## src/logic/lsq_pkg.sv

```systemverilog
// Load/store unit shared definitions
// sizes, width types and the FSM state encodings
package lsq_pkg;

	// ******************************************************************
	// sizes
	// ******************************************************************
	localparam int SQ_ENTRIES = 8;
	localparam int SQ_IDX_W   = 3;
	localparam int ADDR_W     = 32;
	localparam int DATA_W     = 64;

	// ******************************************************************
	// types
	// ******************************************************************
	typedef logic [SQ_IDX_W-1:0] sq_idx_t;
	// slot index plus wrap bit in the msb
	typedef logic [SQ_IDX_W:0]   sq_ptr_t;
	typedef logic [ADDR_W-1:0]   addr_t;
	typedef logic [DATA_W-1:0]   data_t;

	typedef enum logic [1:0] {
		DR_IDLE,
		DR_REQ,
		DR_RELEASE
	} drain_state_e;

	typedef enum logic [2:0] {
		LD_IDLE,
		LD_WAIT_OLDER,
		LD_MEM_REQ,
		LD_MEM_RELEASE,
		LD_ACK
	} ld_state_e;

endpackage

```

## src/logic/lsq_ifs.sv

```systemverilog
// Store queue interfaces
// slot control pulses from the allocator, and the per-slot view of the queue

interface sq_ctrl_if;
	import lsq_pkg::*;

	// one-cycle pulses, a slot acts when the index is its own
	logic    alloc_en;
	sq_idx_t alloc_idx;
	logic    commit_en;
	sq_idx_t commit_idx;
	logic    free_en;
	sq_idx_t free_idx;

	modport alloc (
		output alloc_en, alloc_idx,
		output commit_en, commit_idx,
		output free_en, free_idx
	);

	modport slot (
		input alloc_en, alloc_idx,
		input commit_en, commit_idx,
		input free_en, free_idx
	);
endinterface

interface sq_view_if;
	import lsq_pkg::*;

	// each slot drives its own element
	logic  valid     [SQ_ENTRIES];
	logic  addr_vld  [SQ_ENTRIES];
	logic  committed [SQ_ENTRIES];
	logic  match     [SQ_ENTRIES];
	addr_t addr      [SQ_ENTRIES];
	data_t data      [SQ_ENTRIES];
	// address of the load in flight
	addr_t search_addr;

	modport slot (output valid, addr_vld, committed, match, addr, data, input search_addr);
	modport search (input valid, addr_vld, match, data);
	modport drain (input committed, addr, data);
	modport load (output search_addr);
endinterface

```

## src/logic/sq_alloc.sv

```systemverilog
// Store queue allocator
// head, commit and tail pointers; issues allocate, commit and free pulses
module sq_alloc (
	input  logic             clk,
	input  logic             rst,
	input  logic             disp_i,
	input  logic             commit_i,
	input  logic             drain_done_i,
	output logic             disp_ready_o,
	output lsq_pkg::sq_idx_t disp_idx_o,
	output lsq_pkg::sq_ptr_t head_o,
	sq_ctrl_if.alloc         ctrl
);
	import lsq_pkg::*;

	sq_ptr_t head_q;
	sq_ptr_t cmt_q;
	sq_ptr_t tail_q;
	logic    full;
	logic    disp_fire;
	logic    commit_fire;

	// same index, different lap
	assign full = (head_q[SQ_IDX_W-1:0] == tail_q[SQ_IDX_W-1:0]) &&
		(head_q[SQ_IDX_W] != tail_q[SQ_IDX_W]);

	assign disp_ready_o = ~full;
	assign disp_idx_o   = tail_q[SQ_IDX_W-1:0];
	assign head_o       = head_q;

	assign disp_fire = disp_i & ~full;
	// nothing to commit once commit pointer catches the tail
	assign commit_fire = commit_i && (cmt_q != tail_q);

	assign ctrl.alloc_en   = disp_fire;
	assign ctrl.alloc_idx  = tail_q[SQ_IDX_W-1:0];
	assign ctrl.commit_en  = commit_fire;
	assign ctrl.commit_idx = cmt_q[SQ_IDX_W-1:0];
	assign ctrl.free_en    = drain_done_i;
	assign ctrl.free_idx   = head_q[SQ_IDX_W-1:0];

	always_ff @(posedge clk) begin
		if (rst) begin
			head_q <= '0;
			cmt_q  <= '0;
			tail_q <= '0;
		end else begin
			if (disp_fire)
				tail_q <= tail_q + 1'b1;
			if (commit_fire)
				cmt_q <= cmt_q + 1'b1;
			if (drain_done_i)
				head_q <= head_q + 1'b1;
		end
	end

endmodule

```

## src/logic/sq_slot.sv

```systemverilog
// Store queue slot
// state bits, address and data of one store, with the load address compare
module sq_slot #(
	parameter lsq_pkg::sq_idx_t SLOT = '0
) (
	input  logic             clk,
	input  logic             rst,
	input  logic             st_wr_i,
	input  lsq_pkg::sq_idx_t st_idx_i,
	input  lsq_pkg::addr_t   st_addr_i,
	input  lsq_pkg::data_t   st_data_i,
	sq_ctrl_if.slot          ctrl,
	sq_view_if.slot          view
);
	import lsq_pkg::*;

	logic  valid_q;
	logic  addr_vld_q;
	logic  committed_q;
	addr_t addr_q;
	data_t data_q;
	logic  wr_hit;

	assign wr_hit = st_wr_i && (st_idx_i == SLOT);

	always_ff @(posedge clk) begin
		if (rst) begin
			valid_q     <= 1'b0;
			addr_vld_q  <= 1'b0;
			committed_q <= 1'b0;
		end else begin
			if (ctrl.alloc_en && ctrl.alloc_idx == SLOT) begin
				valid_q     <= 1'b1;
				addr_vld_q  <= 1'b0;
				committed_q <= 1'b0;
			end
			if (wr_hit)
				addr_vld_q <= 1'b1;
			if (ctrl.commit_en && ctrl.commit_idx == SLOT)
				committed_q <= 1'b1;
			// drained, slot goes back to the pool
			if (ctrl.free_en && ctrl.free_idx == SLOT) begin
				valid_q     <= 1'b0;
				committed_q <= 1'b0;
			end
		end
	end

	always_ff @(posedge clk) begin
		if (wr_hit) begin
			addr_q <= st_addr_i;
			data_q <= st_data_i;
		end
	end

	assign view.valid[SLOT]     = valid_q;
	assign view.addr_vld[SLOT]  = addr_vld_q;
	assign view.committed[SLOT] = committed_q;
	assign view.addr[SLOT]      = addr_q;
	assign view.data[SLOT]      = data_q;
	assign view.match[SLOT]     = valid_q && addr_vld_q && (addr_q == view.search_addr);

endmodule

```

## src/logic/sq_search.sv

```systemverilog
// Store queue search
// finds the stores older than a load, checks their addresses are known
// and forwards the data of the youngest older store that matches
module sq_search (
	input  lsq_pkg::sq_ptr_t head_i,
	input  lsq_pkg::sq_ptr_t ld_pos_i,
	sq_view_if.search        view,
	output logic             older_known_o,
	output logic             fwd_hit_o,
	output lsq_pkg::data_t   fwd_data_o
);
	import lsq_pkg::*;

	sq_idx_t head_idx;
	// number of older stores, 0 up to a full queue
	sq_ptr_t span;

	assign head_idx = head_i[SQ_IDX_W-1:0];
	// pointer difference covers wrap-around and the full case
	assign span = ld_pos_i - head_i;

	// ******************************************************************
	// walk from oldest to youngest, later hits overwrite earlier ones
	// ******************************************************************
	always_comb begin
		sq_idx_t slot_idx;

		older_known_o = 1'b1;
		fwd_hit_o     = 1'b0;
		fwd_data_o    = '0;
		for (int k = 0; k < SQ_ENTRIES; k++) begin
			slot_idx = head_idx + SQ_IDX_W'(k);
			if (k < int'(span) && view.valid[slot_idx]) begin
				if (!view.addr_vld[slot_idx])
					older_known_o = 1'b0;
				if (view.match[slot_idx]) begin
					fwd_hit_o  = 1'b1;
					fwd_data_o = view.data[slot_idx];
				end
			end
		end
	end

endmodule

```

## src/logic/st_drain.sv

```systemverilog
// Store drain
// writes the committed head store to memory over a four-phase req/ack port
module st_drain (
	input  logic             clk,
	input  logic             rst,
	input  lsq_pkg::sq_ptr_t head_i,
	sq_view_if.drain         view,
	input  logic             st_ack_i,
	output logic             st_req_o,
	output lsq_pkg::addr_t   st_addr_o,
	output lsq_pkg::data_t   st_data_o,
	output logic             drain_done_o
);
	import lsq_pkg::*;

	drain_state_e state_q;
	drain_state_e state_d;
	sq_idx_t      head_idx;

	assign head_idx = head_i[SQ_IDX_W-1:0];

	// head does not move while a write is open, so these stay stable
	assign st_addr_o = view.addr[head_idx];
	assign st_data_o = view.data[head_idx];

	assign st_req_o     = (state_q == DR_REQ);
	assign drain_done_o = (state_q == DR_RELEASE) && !st_ack_i;

	always_comb begin
		state_d = state_q;
		case (state_q)
			DR_IDLE:
				if (view.committed[head_idx])
					state_d = DR_REQ;
			DR_REQ:
				if (st_ack_i)
					state_d = DR_RELEASE;
			// wait for memory to drop ack
			DR_RELEASE:
				if (!st_ack_i)
					state_d = DR_IDLE;
			default:
				state_d = DR_IDLE;
		endcase
	end

	always_ff @(posedge clk) begin
		if (rst)
			state_q <= DR_IDLE;
		else
			state_q <= state_d;
	end

endmodule

```

## src/logic/ld_unit.sv

```systemverilog
// Load unit
// one blocking load: waits on older store addresses, then forwards
// or reads memory over a four-phase port
module ld_unit (
	input  logic           clk,
	input  logic           rst,
	input  logic           ld_req_i,
	input  lsq_pkg::addr_t ld_addr_i,
	input  logic           older_known_i,
	input  logic           fwd_hit_i,
	input  lsq_pkg::data_t fwd_data_i,
	input  logic           mem_rd_ack_i,
	input  lsq_pkg::data_t mem_rd_data_i,
	output logic           ld_ack_o,
	output lsq_pkg::data_t ld_data_o,
	output logic           mem_rd_req_o,
	output lsq_pkg::addr_t mem_rd_addr_o,
	sq_view_if.load        view
);
	import lsq_pkg::*;

	ld_state_e state_q;
	ld_state_e state_d;
	addr_t     addr_q;
	data_t     data_q;

	assign view.search_addr = addr_q;
	assign mem_rd_addr_o    = addr_q;
	assign mem_rd_req_o     = (state_q == LD_MEM_REQ);
	assign ld_ack_o         = (state_q == LD_ACK);
	assign ld_data_o        = data_q;

	always_comb begin
		state_d = state_q;
		case (state_q)
			LD_IDLE:
				if (ld_req_i)
					state_d = LD_WAIT_OLDER;
			LD_WAIT_OLDER:
				if (older_known_i)
					state_d = fwd_hit_i ? LD_ACK : LD_MEM_REQ;
			LD_MEM_REQ:
				if (mem_rd_ack_i)
					state_d = LD_MEM_RELEASE;
			LD_MEM_RELEASE:
				if (!mem_rd_ack_i)
					state_d = LD_ACK;
			// hold result until requester lets go
			LD_ACK:
				if (!ld_req_i)
					state_d = LD_IDLE;
			default:
				state_d = LD_IDLE;
		endcase
	end

	always_ff @(posedge clk) begin
		if (rst)
			state_q <= LD_IDLE;
		else
			state_q <= state_d;
	end

	// payload
	always_ff @(posedge clk) begin
		if (state_q == LD_IDLE && ld_req_i)
			addr_q <= ld_addr_i;
		if (state_q == LD_WAIT_OLDER && older_known_i && fwd_hit_i)
			data_q <= fwd_data_i;
		else if (state_q == LD_MEM_REQ && mem_rd_ack_i)
			data_q <= mem_rd_data_i;
	end

endmodule

```

## src/logic/lsq_top.sv

```systemverilog
// Store queue and load path top level
// allocator, slot array, search, store drain and load unit
module lsq_top (
	input  logic             clk,
	input  logic             rst,
	// dispatch
	input  logic             disp_i,
	output logic             disp_ready_o,
	output lsq_pkg::sq_idx_t disp_idx_o,
	// store execute
	input  logic             st_wr_i,
	input  lsq_pkg::sq_idx_t st_idx_i,
	input  lsq_pkg::addr_t   st_addr_i,
	input  lsq_pkg::data_t   st_data_i,
	// commit
	input  logic             commit_i,
	// store memory port
	output logic             st_req_o,
	output lsq_pkg::addr_t   st_addr_o,
	output lsq_pkg::data_t   st_data_o,
	input  logic             st_ack_i,
	// load port
	input  logic             ld_req_i,
	input  lsq_pkg::addr_t   ld_addr_i,
	input  lsq_pkg::sq_ptr_t ld_pos_i,
	output logic             ld_ack_o,
	output lsq_pkg::data_t   ld_data_o,
	// load memory port
	output logic             mem_rd_req_o,
	output lsq_pkg::addr_t   mem_rd_addr_o,
	input  logic             mem_rd_ack_i,
	input  lsq_pkg::data_t   mem_rd_data_i
);
	import lsq_pkg::*;

	sq_ptr_t head;
	logic    drain_done;
	logic    older_known;
	logic    fwd_hit;
	data_t   fwd_data;

	sq_ctrl_if ctrl ();
	sq_view_if view ();

	sq_alloc alloc0 (
		.clk          (clk),
		.rst          (rst),
		.disp_i       (disp_i),
		.commit_i     (commit_i),
		.drain_done_i (drain_done),
		.disp_ready_o (disp_ready_o),
		.disp_idx_o   (disp_idx_o),
		.head_o       (head),
		.ctrl         (ctrl.alloc)
	);

	// ******************************************************************
	// slot array
	// ******************************************************************
	for (genvar g = 0; g < SQ_ENTRIES; g++) begin : g_slot
		sq_slot #(.SLOT(sq_idx_t'(g))) slot (
			.clk       (clk),
			.rst       (rst),
			.st_wr_i   (st_wr_i),
			.st_idx_i  (st_idx_i),
			.st_addr_i (st_addr_i),
			.st_data_i (st_data_i),
			.ctrl      (ctrl.slot),
			.view      (view.slot)
		);
	end

	sq_search search0 (
		.head_i        (head),
		.ld_pos_i      (ld_pos_i),
		.view          (view.search),
		.older_known_o (older_known),
		.fwd_hit_o     (fwd_hit),
		.fwd_data_o    (fwd_data)
	);

	st_drain drain0 (
		.clk          (clk),
		.rst          (rst),
		.head_i       (head),
		.view         (view.drain),
		.st_ack_i     (st_ack_i),
		.st_req_o     (st_req_o),
		.st_addr_o    (st_addr_o),
		.st_data_o    (st_data_o),
		.drain_done_o (drain_done)
	);

	ld_unit ld0 (
		.clk           (clk),
		.rst           (rst),
		.ld_req_i      (ld_req_i),
		.ld_addr_i     (ld_addr_i),
		.older_known_i (older_known),
		.fwd_hit_i     (fwd_hit),
		.fwd_data_i    (fwd_data),
		.mem_rd_ack_i  (mem_rd_ack_i),
		.mem_rd_data_i (mem_rd_data_i),
		.ld_ack_o      (ld_ack_o),
		.ld_data_o     (ld_data_o),
		.mem_rd_req_o  (mem_rd_req_o),
		.mem_rd_addr_o (mem_rd_addr_o),
		.view          (view.load)
	);

endmodule

```

## config.mk

```make
export PLATFORM = sky130hd
export DESIGN_NAME = lsq_top
export DESIGN_NICKNAME = d
export VERILOG_FILES = /design/src/logic/lsq_pkg.sv /design/src/logic/lsq_ifs.sv /design/src/logic/sq_alloc.sv /design/src/logic/sq_slot.sv /design/src/logic/sq_search.sv /design/src/logic/st_drain.sv /design/src/logic/ld_unit.sv /design/src/logic/lsq_top.sv
export SDC_FILE = /design/constraint.sdc
export NUM_CORES = 2
export LEC_CHECK = 0
export BUFFER_PORTS_ARGS = -buffer_cell sky130_fd_sc_hd__buf_4
export CAP_MARGIN = 20
export CORE_ASPECT_RATIO = 0.9
export CORE_MARGIN = 2
export CORE_UTILIZATION = 30
export DETAILED_ROUTE_END_ITERATION = 12
export GPL_TIMING_DRIVEN = 0
export PLACE_DENSITY = 0.55
export SKIP_LAST_GASP = 1
export SYNTH_ARGS = -nofsm -noshare
export SYNTH_HDL_FRONTEND = slang
export SYNTH_SLANG_ARGS = --single-unit
export TNS_END_PERCENT = 20
```

## constraint.sdc

```tcl
create_clock -name clk -period 20.7 [get_ports clk]
set_input_delay 2.07 -clock clk [delete_from_list [all_inputs] [get_ports clk]]
set_output_delay 2.07 -clock clk [all_outputs]
set_load 0.005 [all_outputs]
```

==> results.md <==
* PwrDens at 71.3 nW/µm²
* Clk_lat worst skew at 0.80 ns
* Post-DP HPWL at 211 mm
* Die area at 199000 µm²
* VDD IR max at 0.0666 mV
* Critical path startpoint category: register
* Slew @ Worst Pin at 1.31 ns
* Area grow syn2layout at 19.8%
* Global route overflow at 0
* Die width at 470 µm
* Clk sinks at 905
* CP endpoint kind: register
* Slew Limit Fails at 0
* Largest net degree at the start of global routing at 28
* Initial Util at 30.1%
* R2R depth at 19
* Clock Tree Root: clkbuf_16
* Data required time of the critical path at 21.18 ns
* Nets@finish at 5381
* Seq/Total Area, Yosys at 45.6%
* Max Clock Freq at 99.3 MHz
* Post-synth top cells: edfxtp_1, nand2_1, mux4_2
* Largest area contributor in the netlist: edfxtp_1
* Share of synthesized flip-flops with an asynchronous set or reset at 0%
* WHS Path Cells at 1
* 1st-pass router iterations at 9
* Leak at 22.8 nW
* Number of distinct library cells after synthesis at 87
* Reg2reg setup slack at 10.63 ns
* Post-cts resize count at 0
* First-pass GRT wire length at 393 mm
* Hold Violations, Final at 0
* Iter 0 DRT Violations at 8482
* Synth top area share at 44.2%
* Fraction of layout cells with a size suffix above 1 at 28.3%
* Post-route DRC violation count at 0
* Drt total wl at 287 mm
* FF-to-FF Start: alloc0.head_o[2]$_SDFFE_PP0P_
* Core box area at 195000 µm²
* Number of primary I/O pins at 406
* Most common cell in the netlist: edfxtp_1
* Worst r2r dst: ld0.ld_data_o[50]$_DFFE_PP_
* Hold path startpoint: drain0.state_q[1]$_SDFFE_PP0P_
* Layout Cell Area excl Fill at 70400 µm²
* Clk pin slew, worst setup/hold paths at 0.06 ns
* RSZ-0062 raised after global routing: no
* Number of warning messages in the yosys log at 0
* Final period util at 48.7%
* Synthesized area per cell at 13.0 µm²
* Syn_nets at 4753
* Gpl congestion at 0.983
* Clock Skews at 0.0416 ns
* Crit Path Max Fanout at 11
* Syn Inst Count at 4522
* TritonCTS clock tree: done
* M1 GR Usage at 36.2%
* Port Buffers at 405
* TritonCTS Buffers at 106
* Routed WL per cell at 36.6 µm
* Post-synth top flop: edfxtp_1
* CTS max path bufs at 3
* Max-Cap Viols at 0
* Hold EP: drain0.state_q[0]$_SDFFE_PP0P_
* Gr busiest metal: met2
* FP Rows at 154
* Min Tclk post-route at 10.07 ns
* Relative slew slack at 12.4%
* Synth top area cells: edfxtp_1, mux4_2, nand2_1
* Number of global-route vias before repair at 48600
* Crit Path Category: reg2reg
* Synth Register Bits at 905
* Htree depth at 3
* Fin Setup TNS at 0 ns
* Via Count at 51300
* CP Data Arrival Time at 10.55 ns
* Die Y at 424 µm
* Met3 GRT Util at 8.45%
* Post-route ant nets at 0
* Initial antenna violation count at 37
* Outcome: completed
* GRT Util Overall at 27.9%
* # hold bufs at CTS at 0
* Met2 GRT Util at 41.3%
* Via-per-instance ratio at 6.55
* Mapped cell area at 58800 µm²
* Number of flops mapped to enable cells by yosys at 864
* Setup Fix Bufs, Post-CTS at 0
* Placed cell area at 66700 µm²
* Endpoints failing setup at 0
* Class of the worst hold path: reg2reg
-- report_power, final --
group | internal (W) | switching (W) | total, W
Clock | 0.00105 | 0.000848 | 0.00190
Sequential | 0.00209 | 0.0000598 | 0.00215
Combinational | 0.000361 | 0.000609 | 0.000970
Total | 0.00350 | 0.00152 | 0.00502
-- area by class of cell --
type | count | area [µm²]
diodes | 20 | 50.0
plain buffers | 456 | 1960
clock buffers | 121 | 2730
clock inverters | 76 | 676
fillers | 18900 | 125000
inverters | 34 | 128
multi-input cells | 3127 | 30000
flip-flops and latches | 905 | 26800
well taps | 2574 | 3220
repair buffers | 520 | 4830
-- per-stage QoR --
step	power, W	hold WS, ns	cells	setup slack (ns)	util, %
6_report	0.00502	0.509	7833	10.63	36.0
5_1_grt	0.00514	0.540	7827	10.46	36.0
4_1_cts	0.00500	0.506	7800	11.05	35.9
3_5_place_dp	0.00312	0.502	7603	11.11	34.2
3_3_place_gp	0.00311	0.482	7501	0.502	33.3
2_1_floorplan	0.00267	0.460	4522	11.24	-
-- registers in the layout, summed over array words and instances, names as in the netlist --
register and cells:
drain0.state_q 2, ld0.ld_data_o 64, g_slot.slot.valid_q 8, ld0.state_q 3
alloc0.head_o 4, g_slot.slot.committed_q 8, g_slot.slot.addr_q 256, g_slot.slot.data_q 512
ld0.mem_rd_addr_o 32, g_slot.slot.addr_vld_q 8, alloc0.cmt_q 4, alloc0.tail_q 4
-- worst max-delay path, stage by stage, from the launching register on --
cell and delay (ns):
dfxtp_1 0.36, inv_1 0.14, clkbuf_1 0.57, clkbuf_1 0.63
buf_8 0.25, clkbuf_1 0.81, clkbuf_1 0.78, ha_1 0.44
and3b_1 0.20, o21ai_1 0.39, nand2_1 0.36, nor3_1 0.57
o22ai_1 0.18, nor4_1 0.79, nand3b_1 0.25, nor2_1 0.76
clkbuf_1 0.67, clkbuf_1 0.65, o211ai_1 0.21, o2bb2ai_1 0.72
-- metal layers --
metal	wire length (µm)	part of all wire, %
met2	124000	43
met1	107000	37
met4	19700	6.9
met5	206	0.072
met3	35500	12
-- how the worst max path moves through the flow --
stage / from / endpoint / slack (ns) / cells after the start
after floorplan: st_idx_i[2] / g_slot[0].slot.addr_q[0]$_DFFE_PP_ / 11.24 / 2
after global placement: st_idx_i[2] / g_slot[0].slot.data_q[33]$_DFFE_PP_ / 0.50 / 3
after detailed placement: alloc0.head_o[2]$_SDFFE_PP0P_ / ld0.ld_data_o[55]$_DFFE_PP_ / 11.11 / 19
after CTS: alloc0.head_o[2]$_SDFFE_PP0P_ / ld0.ld_data_o[55]$_DFFE_PP_ / 11.05 / 19
after global routing: alloc0.head_o[2]$_SDFFE_PP0P_ / ld0.ld_data_o[50]$_DFFE_PP_ / 10.46 / 19
final: alloc0.head_o[2]$_SDFFE_PP0P_ / ld0.ld_data_o[50]$_DFFE_PP_ / 10.63 / 19
-- layout by cell type, fill, tap and decap left out, types with 44 or more instances in the layout --
cell	n
nor4_1	126
buf_1	48
edfxtp_1	864
buf_2	128
buf_4	441
nand3_1	63
o22ai_1	170
xor2_1	182
a21o_1	45
nor3_1	65
nand2_1	599
a2111oi_0	44
a211oi_1	97
o32ai_1	66
nor2_1	54
clkbuf_1	272
clkbuf_16	107
nand4_1	79
mux4_2	592
a21oi_1	103
mux2i_1	46
xnor2_1	84
-- cell families after synthesis --
kind of cell,count (synthesis),synth area share [%]
buffers and inverters,490,3.56
XOR/XNOR,266,3.97
AO/OA/AOI/OAI,919,11.8
flip-flops,905,45.6
AND/OR/NAND/NOR,1254,10.6
adder cells (fa/ha/maj),24,0.524
multiplexers,664,24.0
Power figures use the tool's default switching activity.
